$ cat src/hw/bp_pkg.sv
`default_nettype none

package bp_pkg;

	//////////////////////////////
	// table geometry
	//////////////////////////////

	// halfword program counter
	localparam int PC_W = 11;
	// set index comes from pc[3:0] and the tag from pc[9:4]
	localparam int SET_W = 4;
	localparam int TAG_W = 6;
	localparam int WAYS = 4;
	localparam int SETS = 16;
	localparam int WAY_W = 2;

	// 2-bit saturating counter, msb is the taken prediction
	localparam int CTR_W = 2;
	// branches start weakly not taken
	localparam logic [CTR_W-1:0] CTR_BRANCH_INIT = 2'd1;
	// jumps start strongly taken
	localparam logic [CTR_W-1:0] CTR_JUMP_INIT = 2'd3;

	// one-hot branch kind positions in bp_exe_t
	localparam int BT_BEQ = 5;
	localparam int BT_BNE = 4;
	localparam int BT_BLT = 3;
	localparam int BT_BGE = 2;
	localparam int BT_BLTU = 1;
	localparam int BT_BGEU = 0;
	localparam int CBT_BEQZ = 1;
	localparam int CBT_BNEZ = 0;

	//////////////////////////////
	// entry and port types
	//////////////////////////////

	typedef struct packed {
		logic valid;
		logic [TAG_W-1:0] tag;
		logic [PC_W-1:0] target;
		logic [CTR_W-1:0] ctr;
	} bht_entry_t;

	// all ways of one set, way 0 in the low bits
	typedef bht_entry_t [WAYS-1:0] bht_set_t;

	typedef struct packed {
		logic prediction;
		logic [PC_W-1:0] pbt;
	} bp_fetch_t;

	typedef struct packed {
		logic [PC_W-1:0] pc;
		logic [PC_W-1:0] target;
		logic is_jump;
		logic is_btype;
	} bp_decode_t;

	// z and less are the alu flags of the resolving branch
	typedef struct packed {
		logic [PC_W-1:0] pc;
		logic z;
		logic less;
		logic [5:0] btype;
		logic [1:0] c_btype;
	} bp_exe_t;

	typedef struct packed {
		logic we;
		logic [SET_W-1:0] set;
		bht_entry_t entry;
	} bht_alloc_t;

	typedef struct packed {
		logic we;
		logic [SET_W-1:0] set;
		logic [WAY_W-1:0] way;
		logic [CTR_W-1:0] ctr;
	} bht_update_t;

	// next pc select from execute, NONE keeps the normal flow
	typedef enum logic [1:0] {
		NONE = 2'd0,
		CNI = 2'd2,
		PBT = 2'd3
	} bp_correction_e;

	// pc field extraction
	function automatic logic [SET_W-1:0] pc_set(input logic [PC_W-1:0] pc);
		return pc[SET_W-1:0];
	endfunction

	function automatic logic [TAG_W-1:0] pc_tag(input logic [PC_W-1:0] pc);
		return pc[SET_W+TAG_W-1:SET_W];
	endfunction

endpackage

`default_nettype wire

$ cat src/hw/bht_way_match.sv
`timescale 1ns/1ns
`default_nettype none

module bht_way_match (
	input bp_pkg::bht_set_t set_entries,
	input logic [bp_pkg::TAG_W-1:0] tag,
	output logic hit,
	output logic [bp_pkg::WAY_W-1:0] way,
	output bp_pkg::bht_entry_t entry
);

	// per-way tag compare
	logic [bp_pkg::WAYS-1:0] match;

	always_comb begin
		for (int i = 0; i < bp_pkg::WAYS; i++) begin
			// only a valid way can hit
			match[i] = set_entries[i].valid && (set_entries[i].tag == tag);
		end
	end

	//////////////////////////////
	// one-hot select
	//////////////////////////////

	// several hits count as a miss
	// entry and way stay zero then
	always_comb begin
		hit = $onehot(match);
		way = '0;
		entry = '0;
		for (int i = 0; i < bp_pkg::WAYS; i++) begin
			if (hit && match[i]) begin
				way = i[bp_pkg::WAY_W-1:0];
				entry = set_entries[i];
			end
		end
	end

endmodule

`default_nettype wire

$ cat src/hw/bht_table.sv
`timescale 1ns/1ns
`default_nettype none

module bht_table (
	input logic CLK,
	input logic nrst,
	input logic en,

	// three combinational read ports
	input logic [bp_pkg::SET_W-1:0] if_set,
	input logic [bp_pkg::SET_W-1:0] id_set,
	input logic [bp_pkg::SET_W-1:0] exe_set,
	output bp_pkg::bht_set_t if_ways,
	output bp_pkg::bht_set_t id_ways,
	output bp_pkg::bht_set_t exe_ways,

	// write requests from decode and execute
	input bp_pkg::bht_alloc_t alloc,
	input bp_pkg::bht_update_t upd
);

	//////////////////////////////
	// storage
	//////////////////////////////

	// one row per set holding all four ways
	bp_pkg::bht_set_t mem [bp_pkg::SETS];

	// fifo replacement pointer per set
	// points at the oldest way
	logic [bp_pkg::WAY_W-1:0] fifo_ptr [bp_pkg::SETS];

	// qualified write strobes
	logic alloc_wr;
	logic upd_wr;
	// way chosen for the allocation
	logic [bp_pkg::WAY_W-1:0] alloc_way;

	//////////////////////////////
	// reads
	//////////////////////////////

	// no bypass, a write shows up the cycle after the edge
	assign if_ways = mem[if_set];
	assign id_ways = mem[id_set];
	assign exe_ways = mem[exe_set];

	//////////////////////////////
	// write arbitration
	//////////////////////////////

	// allocation wins over a counter update in the same cycle
	// the losing update is simply dropped
	assign alloc_wr = en && alloc.we;
	assign upd_wr = en && upd.we && !alloc.we;

	assign alloc_way = fifo_ptr[alloc.set];

	always_ff @(posedge CLK) begin
		if (!nrst) begin
			// every entry invalid, every pointer at way 0
			for (int s = 0; s < bp_pkg::SETS; s++) begin
				mem[s] <= '0;
				fifo_ptr[s] <= '0;
			end
		end else begin
			if (alloc_wr) begin
				// replace the oldest way of the set
				mem[alloc.set][alloc_way] <= alloc.entry;
				// 2-bit pointer wraps modulo 4
				fifo_ptr[alloc.set] <= alloc_way + 1'b1;
			end else if (upd_wr) begin
				// only the counter field changes on an update
				mem[upd.set][upd.way].ctr <= upd.ctr;
			end
		end
	end

endmodule

`default_nettype wire

$ cat src/hw/bp_decode_stage.sv
`timescale 1ns/1ns
`default_nettype none

module bp_decode_stage (
	input bp_pkg::bp_decode_t id_in,
	input bp_pkg::bht_set_t id_ways,
	output logic [bp_pkg::SET_W-1:0] id_set,
	output bp_pkg::bht_alloc_t alloc,
	output logic jump_alloc,
	output logic id_jump_in_bht
);

	logic [bp_pkg::TAG_W-1:0] id_tag;
	logic id_hit;
	// branch or jump seen at decode
	logic is_ctrl;

	assign id_set = bp_pkg::pc_set(id_in.pc);
	assign id_tag = bp_pkg::pc_tag(id_in.pc);

	// decode lookup, only hit is needed here
	bht_way_match u_id_match (
		.set_entries(id_ways),
		.tag(id_tag),
		.hit(id_hit),
		.way(),
		.entry()
	);

	assign is_ctrl = id_in.is_jump || id_in.is_btype;

	//////////////////////////////
	// allocation
	//////////////////////////////

	// a missing branch or jump gets a fresh entry
	// the table picks the way from its fifo pointer
	always_comb begin
		alloc.we = is_ctrl && !id_hit;
		alloc.set = id_set;
		alloc.entry.valid = 1'b1;
		alloc.entry.tag = id_tag;
		alloc.entry.target = id_in.target;
		// jumps are always taken
		alloc.entry.ctr = id_in.is_jump ? bp_pkg::CTR_JUMP_INIT : bp_pkg::CTR_BRANCH_INIT;
	end

	// new jump means fetch went the wrong way, flush follows one cycle later
	assign jump_alloc = id_in.is_jump && !id_hit;

	// known jump, core can use the stored target
	assign id_jump_in_bht = id_in.is_jump && id_hit;

endmodule

`default_nettype wire

$ cat src/hw/bp_resolve_stage.sv
`timescale 1ns/1ns
`default_nettype none

module bp_resolve_stage (
	input bp_pkg::bp_exe_t exe_in,
	input bp_pkg::bht_set_t exe_ways,
	output logic [bp_pkg::SET_W-1:0] exe_set,
	output bp_pkg::bht_update_t upd,
	output logic mispredict,
	output bp_pkg::bp_correction_e exe_correction,
	output logic [bp_pkg::PC_W-1:0] exe_pbt,
	output logic [bp_pkg::PC_W-1:0] exe_cni
);

	logic [bp_pkg::TAG_W-1:0] exe_tag;
	logic exe_hit;
	logic [bp_pkg::WAY_W-1:0] exe_way;
	bp_pkg::bht_entry_t exe_entry;

	// resolved outcome and the prediction made for it
	logic taken;
	logic is_branch;
	logic pred;
	logic [bp_pkg::CTR_W-1:0] next_ctr;

	assign exe_set = bp_pkg::pc_set(exe_in.pc);
	assign exe_tag = bp_pkg::pc_tag(exe_in.pc);

	bht_way_match u_exe_match (
		.set_entries(exe_ways),
		.tag(exe_tag),
		.hit(exe_hit),
		.way(exe_way),
		.entry(exe_entry)
	);

	//////////////////////////////
	// condition evaluation
	//////////////////////////////

	// btype is one-hot so at most one term is live
	// compressed forms test z like beq and bne
	assign taken =
		(exe_in.btype[bp_pkg::BT_BEQ] && exe_in.z) ||
		(exe_in.btype[bp_pkg::BT_BNE] && !exe_in.z) ||
		(exe_in.btype[bp_pkg::BT_BLT] && exe_in.less) ||
		(exe_in.btype[bp_pkg::BT_BGE] && !exe_in.less) ||
		(exe_in.btype[bp_pkg::BT_BLTU] && exe_in.less) ||
		(exe_in.btype[bp_pkg::BT_BGEU] && !exe_in.less) ||
		(exe_in.c_btype[bp_pkg::CBT_BEQZ] && exe_in.z) ||
		(exe_in.c_btype[bp_pkg::CBT_BNEZ] && !exe_in.z);

	assign is_branch = (|exe_in.btype) || (|exe_in.c_btype);

	// a miss predicted not taken at fetch
	assign pred = exe_hit && exe_entry.ctr[bp_pkg::CTR_W-1];

	//////////////////////////////
	// counter update
	//////////////////////////////

	// one step toward the outcome, saturating at 0 and 3
	always_comb begin
		next_ctr = exe_entry.ctr;
		if (taken && (exe_entry.ctr != {bp_pkg::CTR_W{1'b1}}))
			next_ctr = exe_entry.ctr + 1'b1;
		else if (!taken && (exe_entry.ctr != '0))
			next_ctr = exe_entry.ctr - 1'b1;
	end

	// only entries already in the table are trained
	always_comb begin
		upd.we = is_branch && exe_hit;
		upd.set = exe_set;
		upd.way = exe_way;
		upd.ctr = next_ctr;
	end

	//////////////////////////////
	// correction
	//////////////////////////////

	assign mispredict = is_branch && (pred != taken);

	// taken but predicted not taken -> go to the stored target
	// not taken but predicted taken -> fall through
	always_comb begin
		exe_correction = bp_pkg::NONE;
		if (mispredict)
			exe_correction = taken ? bp_pkg::PBT : bp_pkg::CNI;
	end

	assign exe_pbt = exe_entry.target;
	// next halfword after the branch
	assign exe_cni = exe_in.pc + 1'b1;

endmodule

`default_nettype wire

$ cat src/hw/bp_flush_ctrl.sv
`timescale 1ns/1ns
`default_nettype none

module bp_flush_ctrl (
	input logic CLK,
	input logic nrst,
	input logic en,
	input logic mispredict,
	input logic jump_alloc,
	output logic flush
);

	// pending second flush cycle
	logic flush_pend;

	//////////////////////////////
	// extension state
	//////////////////////////////

	// armed by a mispredict or a new jump
	// a set state always clears on the next enabled edge
	// and cannot re-arm in the same cycle
	always_ff @(posedge CLK) begin
		if (!nrst) begin
			flush_pend <= 1'b0;
		end else if (en) begin
			if (flush_pend)
				flush_pend <= 1'b0;
			else
				flush_pend <= mispredict || jump_alloc;
		end
	end

	//////////////////////////////
	// flush output
	//////////////////////////////

	// mispredict flushes at once
	// a jump allocation only through the pending state
	assign flush = flush_pend || mispredict;

endmodule

`default_nettype wire

$ cat src/hw/branch_predictor.sv
`timescale 1ns/1ns
`default_nettype none

module branch_predictor (
	input logic CLK,
	input logic nrst,
	// global stall, low holds all state
	input logic en,

	input logic [bp_pkg::PC_W-1:0] if_pc,
	input bp_pkg::bp_decode_t id_in,
	input bp_pkg::bp_exe_t exe_in,

	output bp_pkg::bp_fetch_t if_out,
	output bp_pkg::bp_correction_e exe_correction,
	output logic [bp_pkg::PC_W-1:0] exe_pbt,
	output logic [bp_pkg::PC_W-1:0] exe_cni,
	output logic flush,
	output logic id_jump_in_bht
);

	// set indices for the three readers
	logic [bp_pkg::SET_W-1:0] if_set;
	logic [bp_pkg::SET_W-1:0] id_set;
	logic [bp_pkg::SET_W-1:0] exe_set;
	bp_pkg::bht_set_t if_ways;
	bp_pkg::bht_set_t id_ways;
	bp_pkg::bht_set_t exe_ways;

	bp_pkg::bht_entry_t if_entry;
	bp_pkg::bht_alloc_t alloc;
	bp_pkg::bht_update_t upd;
	logic mispredict;
	logic jump_alloc;

	//////////////////////////////
	// shared table
	//////////////////////////////

	bht_table u_bht_table (
		.CLK(CLK),
		.nrst(nrst),
		.en(en),
		.if_set(if_set),
		.id_set(id_set),
		.exe_set(exe_set),
		.if_ways(if_ways),
		.id_ways(id_ways),
		.exe_ways(exe_ways),
		.alloc(alloc),
		.upd(upd)
	);

	//////////////////////////////
	// fetch lookup
	//////////////////////////////

	assign if_set = bp_pkg::pc_set(if_pc);

	// a miss returns a zero entry so no hit qualifier is needed
	bht_way_match u_if_match (
		.set_entries(if_ways),
		.tag(bp_pkg::pc_tag(if_pc)),
		.hit(),
		.way(),
		.entry(if_entry)
	);

	assign if_out.prediction = if_entry.ctr[bp_pkg::CTR_W-1];
	assign if_out.pbt = if_entry.target;

	//////////////////////////////
	// decode and execute
	//////////////////////////////

	bp_decode_stage u_decode (
		.id_in(id_in),
		.id_ways(id_ways),
		.id_set(id_set),
		.alloc(alloc),
		.jump_alloc(jump_alloc),
		.id_jump_in_bht(id_jump_in_bht)
	);

	bp_resolve_stage u_resolve (
		.exe_in(exe_in),
		.exe_ways(exe_ways),
		.exe_set(exe_set),
		.upd(upd),
		.mispredict(mispredict),
		.exe_correction(exe_correction),
		.exe_pbt(exe_pbt),
		.exe_cni(exe_cni)
	);

	bp_flush_ctrl u_flush (
		.CLK(CLK),
		.nrst(nrst),
		.en(en),
		.mispredict(mispredict),
		.jump_alloc(jump_alloc),
		.flush(flush)
	);

endmodule

`default_nettype wire

$ cat config.mk
export PLATFORM = sky130hd
export DESIGN_NAME = branch_predictor
export DESIGN_NICKNAME = d
export VERILOG_FILES = /design/src/hw/bp_pkg.sv /design/src/hw/bht_way_match.sv /design/src/hw/bht_table.sv /design/src/hw/bp_decode_stage.sv /design/src/hw/bp_resolve_stage.sv /design/src/hw/bp_flush_ctrl.sv /design/src/hw/branch_predictor.sv
export SDC_FILE = /design/constraint.sdc
export NUM_CORES = 2
export LEC_CHECK = 0
export BUFFER_PORTS_ARGS = -buffer_cell sky130_fd_sc_hd__buf_2
export CAP_MARGIN = 0
export CORE_AREA = 5 5 482 484
export CTS_BUF_LIST = sky130_fd_sc_hd__clkbuf_4
export DETAILED_ROUTE_END_ITERATION = 7
export DIE_AREA = 0 0 487 489
export PLACE_DENSITY = 0.56
export RECOVER_POWER = 50
export SLEW_MARGIN = 40
export SYNTH_ARGS = -nofsm -noshare
export SYNTH_HDL_FRONTEND = slang
export SYNTH_SLANG_ARGS = --single-unit
$ cat constraint.sdc
create_clock -name CLK -period 6.87 [get_ports CLK]
set_clock_uncertainty 0.2 [all_clocks]
set_input_delay 0.3435 -clock CLK [delete_from_list [all_inputs] [get_ports CLK]]
set_output_delay 0.3435 -clock CLK [all_outputs]
set_load 0.005 [all_outputs]
# --- Word-level counts from Yosys, hierarchy flattened ---
# Memories as Yosys holds them, arrays and structs flattened.
# Index checks and enable logic that the tools add are counted.
totals:
  ff_bits: 1
  latchBits: 0
  mem_bits_rw: 1312
  rom_bits: 0
  memories: 2
mem_list:
  columns: ["memory", "depth", "width", "read_ports", "rd_clocked_by_memory_dff", "wr", "line", "source"]
  rows:
  - ["u_bht_table.mem", 16, 80, 3, 0, 16, "bht_table.sv:27", "bp_pkg::bht_set_t mem [bp_pkg::SETS];"]
  - ["u_bht_table.fifo_ptr", 16, 2, 1, 0, 16, "bht_table.sv:31", "logic [bp_pkg::WAY_W-1:0] fifo_ptr [bp_pkg::SETS];"]
op_classes:
  add_sub_neg: 13
  mul: 0
  div: 0
  order_cmp: 4
  n_eq_ne: 17
  n_shift: 0
  n_mux: 39
  bitwise_logic: 0
  reduce_logical: 63
op_table:
  columns: ["operator", "n"]
  rows:
  - ["$mux 80", 6]
  - ["$reduce_or 80->1", 2]
  - ["$mux 13", 8]
  - ["$demux 20 s2", 2]
  - ["$eq 6x6->1", 12]
  - ["$logic_and 1x1->1", 41]
  - ["$mux 20", 1]
  - ["$mux 2", 8]
  - ["$add 1x1->2", 6]
  - ["$mux 4", 3]
  - ["$add 11x1->11 const B", 1]
  - ["$logic_or 1x1->1", 11]
  - ["$mux 1", 11]
  - ["$eq 3x1->1 const B", 3]
  - ["$add 2x2->3", 2]
  - ["$lt 2x3->1 const B", 2]
  - ["$reduce_or 6->1", 1]
  - ["$logic_not 1->1", 5]
  - ["$add 2x1->2 const B", 2]
  - ["$ge 2x1->1 const B", 2]
  - ["$reduce_or 2->1", 2]
  - ["$add 3x3->3", 1]
  - ["$ne 2x2->1 const B", 1]
  - ["$reduce_bool 2->1", 1]
  - ["2 further kinds", 2]

# --- Logic depth before layout (Yosys ltp) ---
# An unclocked memory read counts as a cell.
depth:
  word_depth: 17
  depth_mapped: 27
  depth_no_buf: 20

# --- Hierarchy ---
# Synthesis repeated with hierarchy kept, for this count alone.
unflattened:
  hier_cells: 5965
  hier_area_um2: 81251.7
modules_own_cells:
  columns: ["mod", "instances", "cells_each", "area_each_um2", "seq_area_each_um2"]
  rows:
  - ["bht_table", 1, 5384, 77267.9, 39397.8]
  - ["bht_way_match", 3, 159, 1076.0, 0.0]
  - ["bp_resolve_stage", 1, 67, 467.9, 0.0]
  - ["bp_decode_stage", 1, 32, 240.2, 0.0]
  - ["bp_flush_ctrl", 1, 5, 47.5, 20.0]

# --- Worst setup path before layout ---
# OpenSTA, ideal clock, no wires.
synth_path:
  path_kind: "input port to flip-flop"
  start: "input id_in[13] (netlist name)"
  end: "memory u_bht_table.mem[3][22] (netlist name) (enable)"
  setup_time_ns: 0.375
  t_arrival_ns: 6.572
  path_slack_ns: -0.277
  cell_stages: 20
  cell_sequence: "buf_2 buf_1 mux4_2 mux4_2 xor2_1 or4_1 fa_1 inv_1 ha_1 ha_1 nor3b_1 nor2_1 nor3_1 clkbuf_1 clkbuf_1 nand3_1 o41ai_1 nand2_1 clkbuf_1 nand2_1"
synth_lines:
  columns: ["item", "line", "source"]
  rows:
  - ["start, declared", "branch_predictor.sv:11", "input bp_pkg::bp_decode_t id_in,"]
  - ["end, declared", "bht_table.sv:27", null]

==> results.sh <==
export IMPL_finalCritPeriodShare=0.993
export IMPL_clock_fmax_mhz=147
export IMPL_area_growth_pct=16.7
export IMPL_worstPathArrival_ps=7660
export IMPL_drtPass1Iterations=6
export IMPL_antenna_found_initial=16
export IMPL_synth_top_cell_by_area="edfxtp_1"
export IMPL_dp_hpwl_mm=185
export IMPL_relSlewSlack=-0.198
export IMPL_ys_seq_elements=1313
export IMPL_cts_max_level=5
export IMPL_path_class="reg2reg"
export IMPL_grt_usage=0.226
export IMPL_fp_dieArea_sq_um=238000
export IMPL_place_area_sq_um=80100
export IMPL_pre_cts_ws_ps=-51.1
export IMPL_drt_iter0_markers=7082
export IMPL_viasPerCell=5.88
export IMPL_core_region_area_sq_um=227000
export IMPL_cp_start_kind="flip-flop"
export IMPL_cts_tree="yes"
export IMPL_multi_input_area_sq_um=30600
export IMPL_grt_pass1_vias=51300
export IMPL_yosysWarnings=0
export IMPL_route_detailed_drc=0
export IMPL_place_inst=8039
export IMPL_synthDistinctLibCells=77
export IMPL_synth_area_per_cell_sq_um=14.6
export IMPL_tightest_slew_ps=1800
export IMPL_grt_max_degree=83
export IMPL_clock_latency_ps=1440
export IMPL_final_area_sq_um=84300
export IMPL_final_common_cell="edfxtp_1"
export IMPL_required_ps=7700
export IMPL_route_vias_total=51400
export IMPL_grt_ovfl_total=0
export IMPL_crit_path_end_kind="flip-flop"
export IMPL_fillCellCount=21900
export IMPL_clockBufferDepth=4
export IMPL_ir_drop_uv=113
export IMPL_fin_cells=8743
export IMPL_syn_inst=4953
export IMPL_hold_path_depth=5
export IMPL_p_leak_nw=30.4
export IMPL_die_w_um=487
export IMPL_root_buffer="clkbuf_4"
export IMPL_syn_area_sq_um=72200
export IMPL_clk_pin_slew_ps=60
export IMPL_layout_drive_gt1_share=0.358
export IMPL_hold_path_class="in2reg"
export IMPL_regArea_sq_um=39400
export IMPL_gp_congestion=0.895
export IMPL_slew_violations=37
export IMPL_reg2reg_depth=19
export IMPL_synth_enable_flop_cells=1312
export IMPL_ys_seq_area_frac=0.546
export IMPL_max_stage_delay_ps=780
export IMPL_wl_mm=274
export IMPL_postRouteAntennaNets=0
export IMPL_async_flop_share=0
export IMPL_min_period_ps=6820
export IMPL_wl_per_cell_um=31.3
export IMPL_worst_slack_ps=47.7
export IMPL_violations="capacitance limit, slew limit"
export IMPL_synth_nets=5029
export IMPL_io_pins=97
export IMPL_status="finished with violations"
export IMPL_cp_slowest_cell="clkbuf_1"
export IMPL_yosysTopAreaCellShare=0.546
export IMPL_initial_core_util=0.318
export IMPL_layout_common_cells="edfxtp_1, nor2_1, mux4_2"
export IMPL_cellPowerDensity_nw_per_um2=225
export IMPL_row_count=175
export IMPL_nNetsFinal=5551
export IMPL_rsz0062_at_grt="true"
export IMPL_grt_pass1_wl_mm=384
export IMPL_synth_ff_type="edfxtp_1"
export IMPL_clkSinkCount=1313
export IMPL_port_buffers=94
export IMPL_finalSetupViolCount=0
export IMPL_die_y_um=489
export IMPL_hold_viol=0
export IMPL_yosys_top_cells_area="edfxtp_1, mux4_2, nor2_1, clkbuf_1, nand2_1"
export IMPL_cap_violations=2
export IMPL_cts_buffers=371
export IMPL_crit_fanout=24
export IMPL_worstPathCellList="mux4_2 -> mux4_2 -> xnor2_1 -> nand4_1 -> or4_1 -> fa_1 -> inv_1 -> ha_1 -> ha_1 -> nor3b_2 -> nor2_1 -> nor3_4 -> clkbuf_16 -> nand3_1 -> o31ai_2 -> clkbuf_1 -> nand2_1 -> nand2_1 -> buf_12"
## timing repair
| item | in CTS | in global routing |
|---|---|---|
| hold endpoints to repair | 2550 | 0 |
| setup endpoints to repair | 26 | 113 |
| gates resized for setup | 50 | 29 |
| hold buffers | 57 | 0 |
| cloned | 0 | 1 |
| pin swaps | 12 | 15 |
| setup buffers | 4 | 9 |
## where the power goes
part / total (mW) / internal (mW) / switching, mW / leakage (nW)
sequential: 9.26 / 9.09 / 0.173 / 13.5
combinational: 2.56 / 1.11 / 1.45 / 14.2
clock: 7.14 / 3.72 / 3.42 / 2.68
## final timing paths
path / from / slack, ps / to
worst max-delay path: u_bht_table.mem[3][37] / 50 / u_bht_table.mem[5][9]
worst min-delay path: id_in[4] / 90 / u_bht_table.mem[14][4]
worst max register to register: u_bht_table.mem[3][37] / 50 / u_bht_table.mem[5][9]
worst min register to register: u_bht_table.fifo_ptr[14][0] / 820 / u_bht_table.fifo_ptr[13][0]
## flip-flops by register name (all words and copies together) (netlist names)
| name | cells |
|---|---|
| u_bht_table.mem | 1280 |
| u_bht_table.fifo_ptr | 32 |
| u_flush.flush_pend | 1 |
## synth_stat cells (12+ instances only)
library cell / instances
mux2_2: 19
nand3_1: 43
buf_6: 19
and3_1: 14
mux4_2: 852
o22ai_1: 18
ha_1: 14
nand2b_1: 22
nor3_1: 53
buf_1: 34
nand2_1: 310
nand4_1: 12
a32o_1: 12
buf_4: 28
edfxtp_1: 1312
a31oi_1: 14
a22oi_1: 18
buf_2: 79
nor2_1: 1230
xnor2_1: 45
xor2_1: 34
a21oi_1: 19
inv_1: 77
clkbuf_1: 323
mux2i_1: 106
nor2b_1: 19
o21ai_0: 63
## stage by stage
stage               utilization  power, mW  setup TNS [ps]  hold WS [ps]
floorplan                     -       10.9               0           316
CTS                       0.376       19.1           -47.7          1.40
finish                    0.372       19.0               0          89.1
global placement          0.353       11.9            -354           332
detailed placement        0.353       12.0           -1070           338
global route              0.371       19.6            -393          51.5
## area by class of cell
type / instances / area share
multi-input cells: 3072 / 0.363
well taps: 3009 / 0.0447
flip-flops and latches: 1313 / 0.468
clock inverters: 73 / 0.00463
diodes: 17 / 0.000505
clock buffers: 542 / 0.0483
inverters: 81 / 0.00367
repair buffers: 636 / 0.0673
## worst max-delay path, delay by kind of cell, from the launching register on
family	cells	cell delay [ps]
flops	1	420
buf+inv	4	1290
fa+ha+maj	3	1030
simple gates	8	2060
compound gates	1	120
xor+xnor	1	290
mux	2	1000
## metal layers
| metal | GRT usage | vias up | wire, um |
|---|---|---|---|
| met5 | 0 | - | 58 |
| met4 | 0.103 | 10 | 13900 |
| met3 | 0.0649 | 680 | 32600 |
| met2 | 0.348 | 3580 | 124000 |
| met1 | 0.297 | 26600 | 103000 |
| li1 | - | 20500 | - |
## cell families after synthesis
kind of cell	count (synthesis)	synth area share
and+or+nand+nor	1760	0.0989
DFF	1313	0.546
muxes	978	0.284
buffers and inverters	568	0.0351
AOI/OAI and AO/OA	238	0.0236
xor gates and xnor gates	79	0.00958
adders and majority gates	17	0.00326
Power figures use the tool's default switching activity.
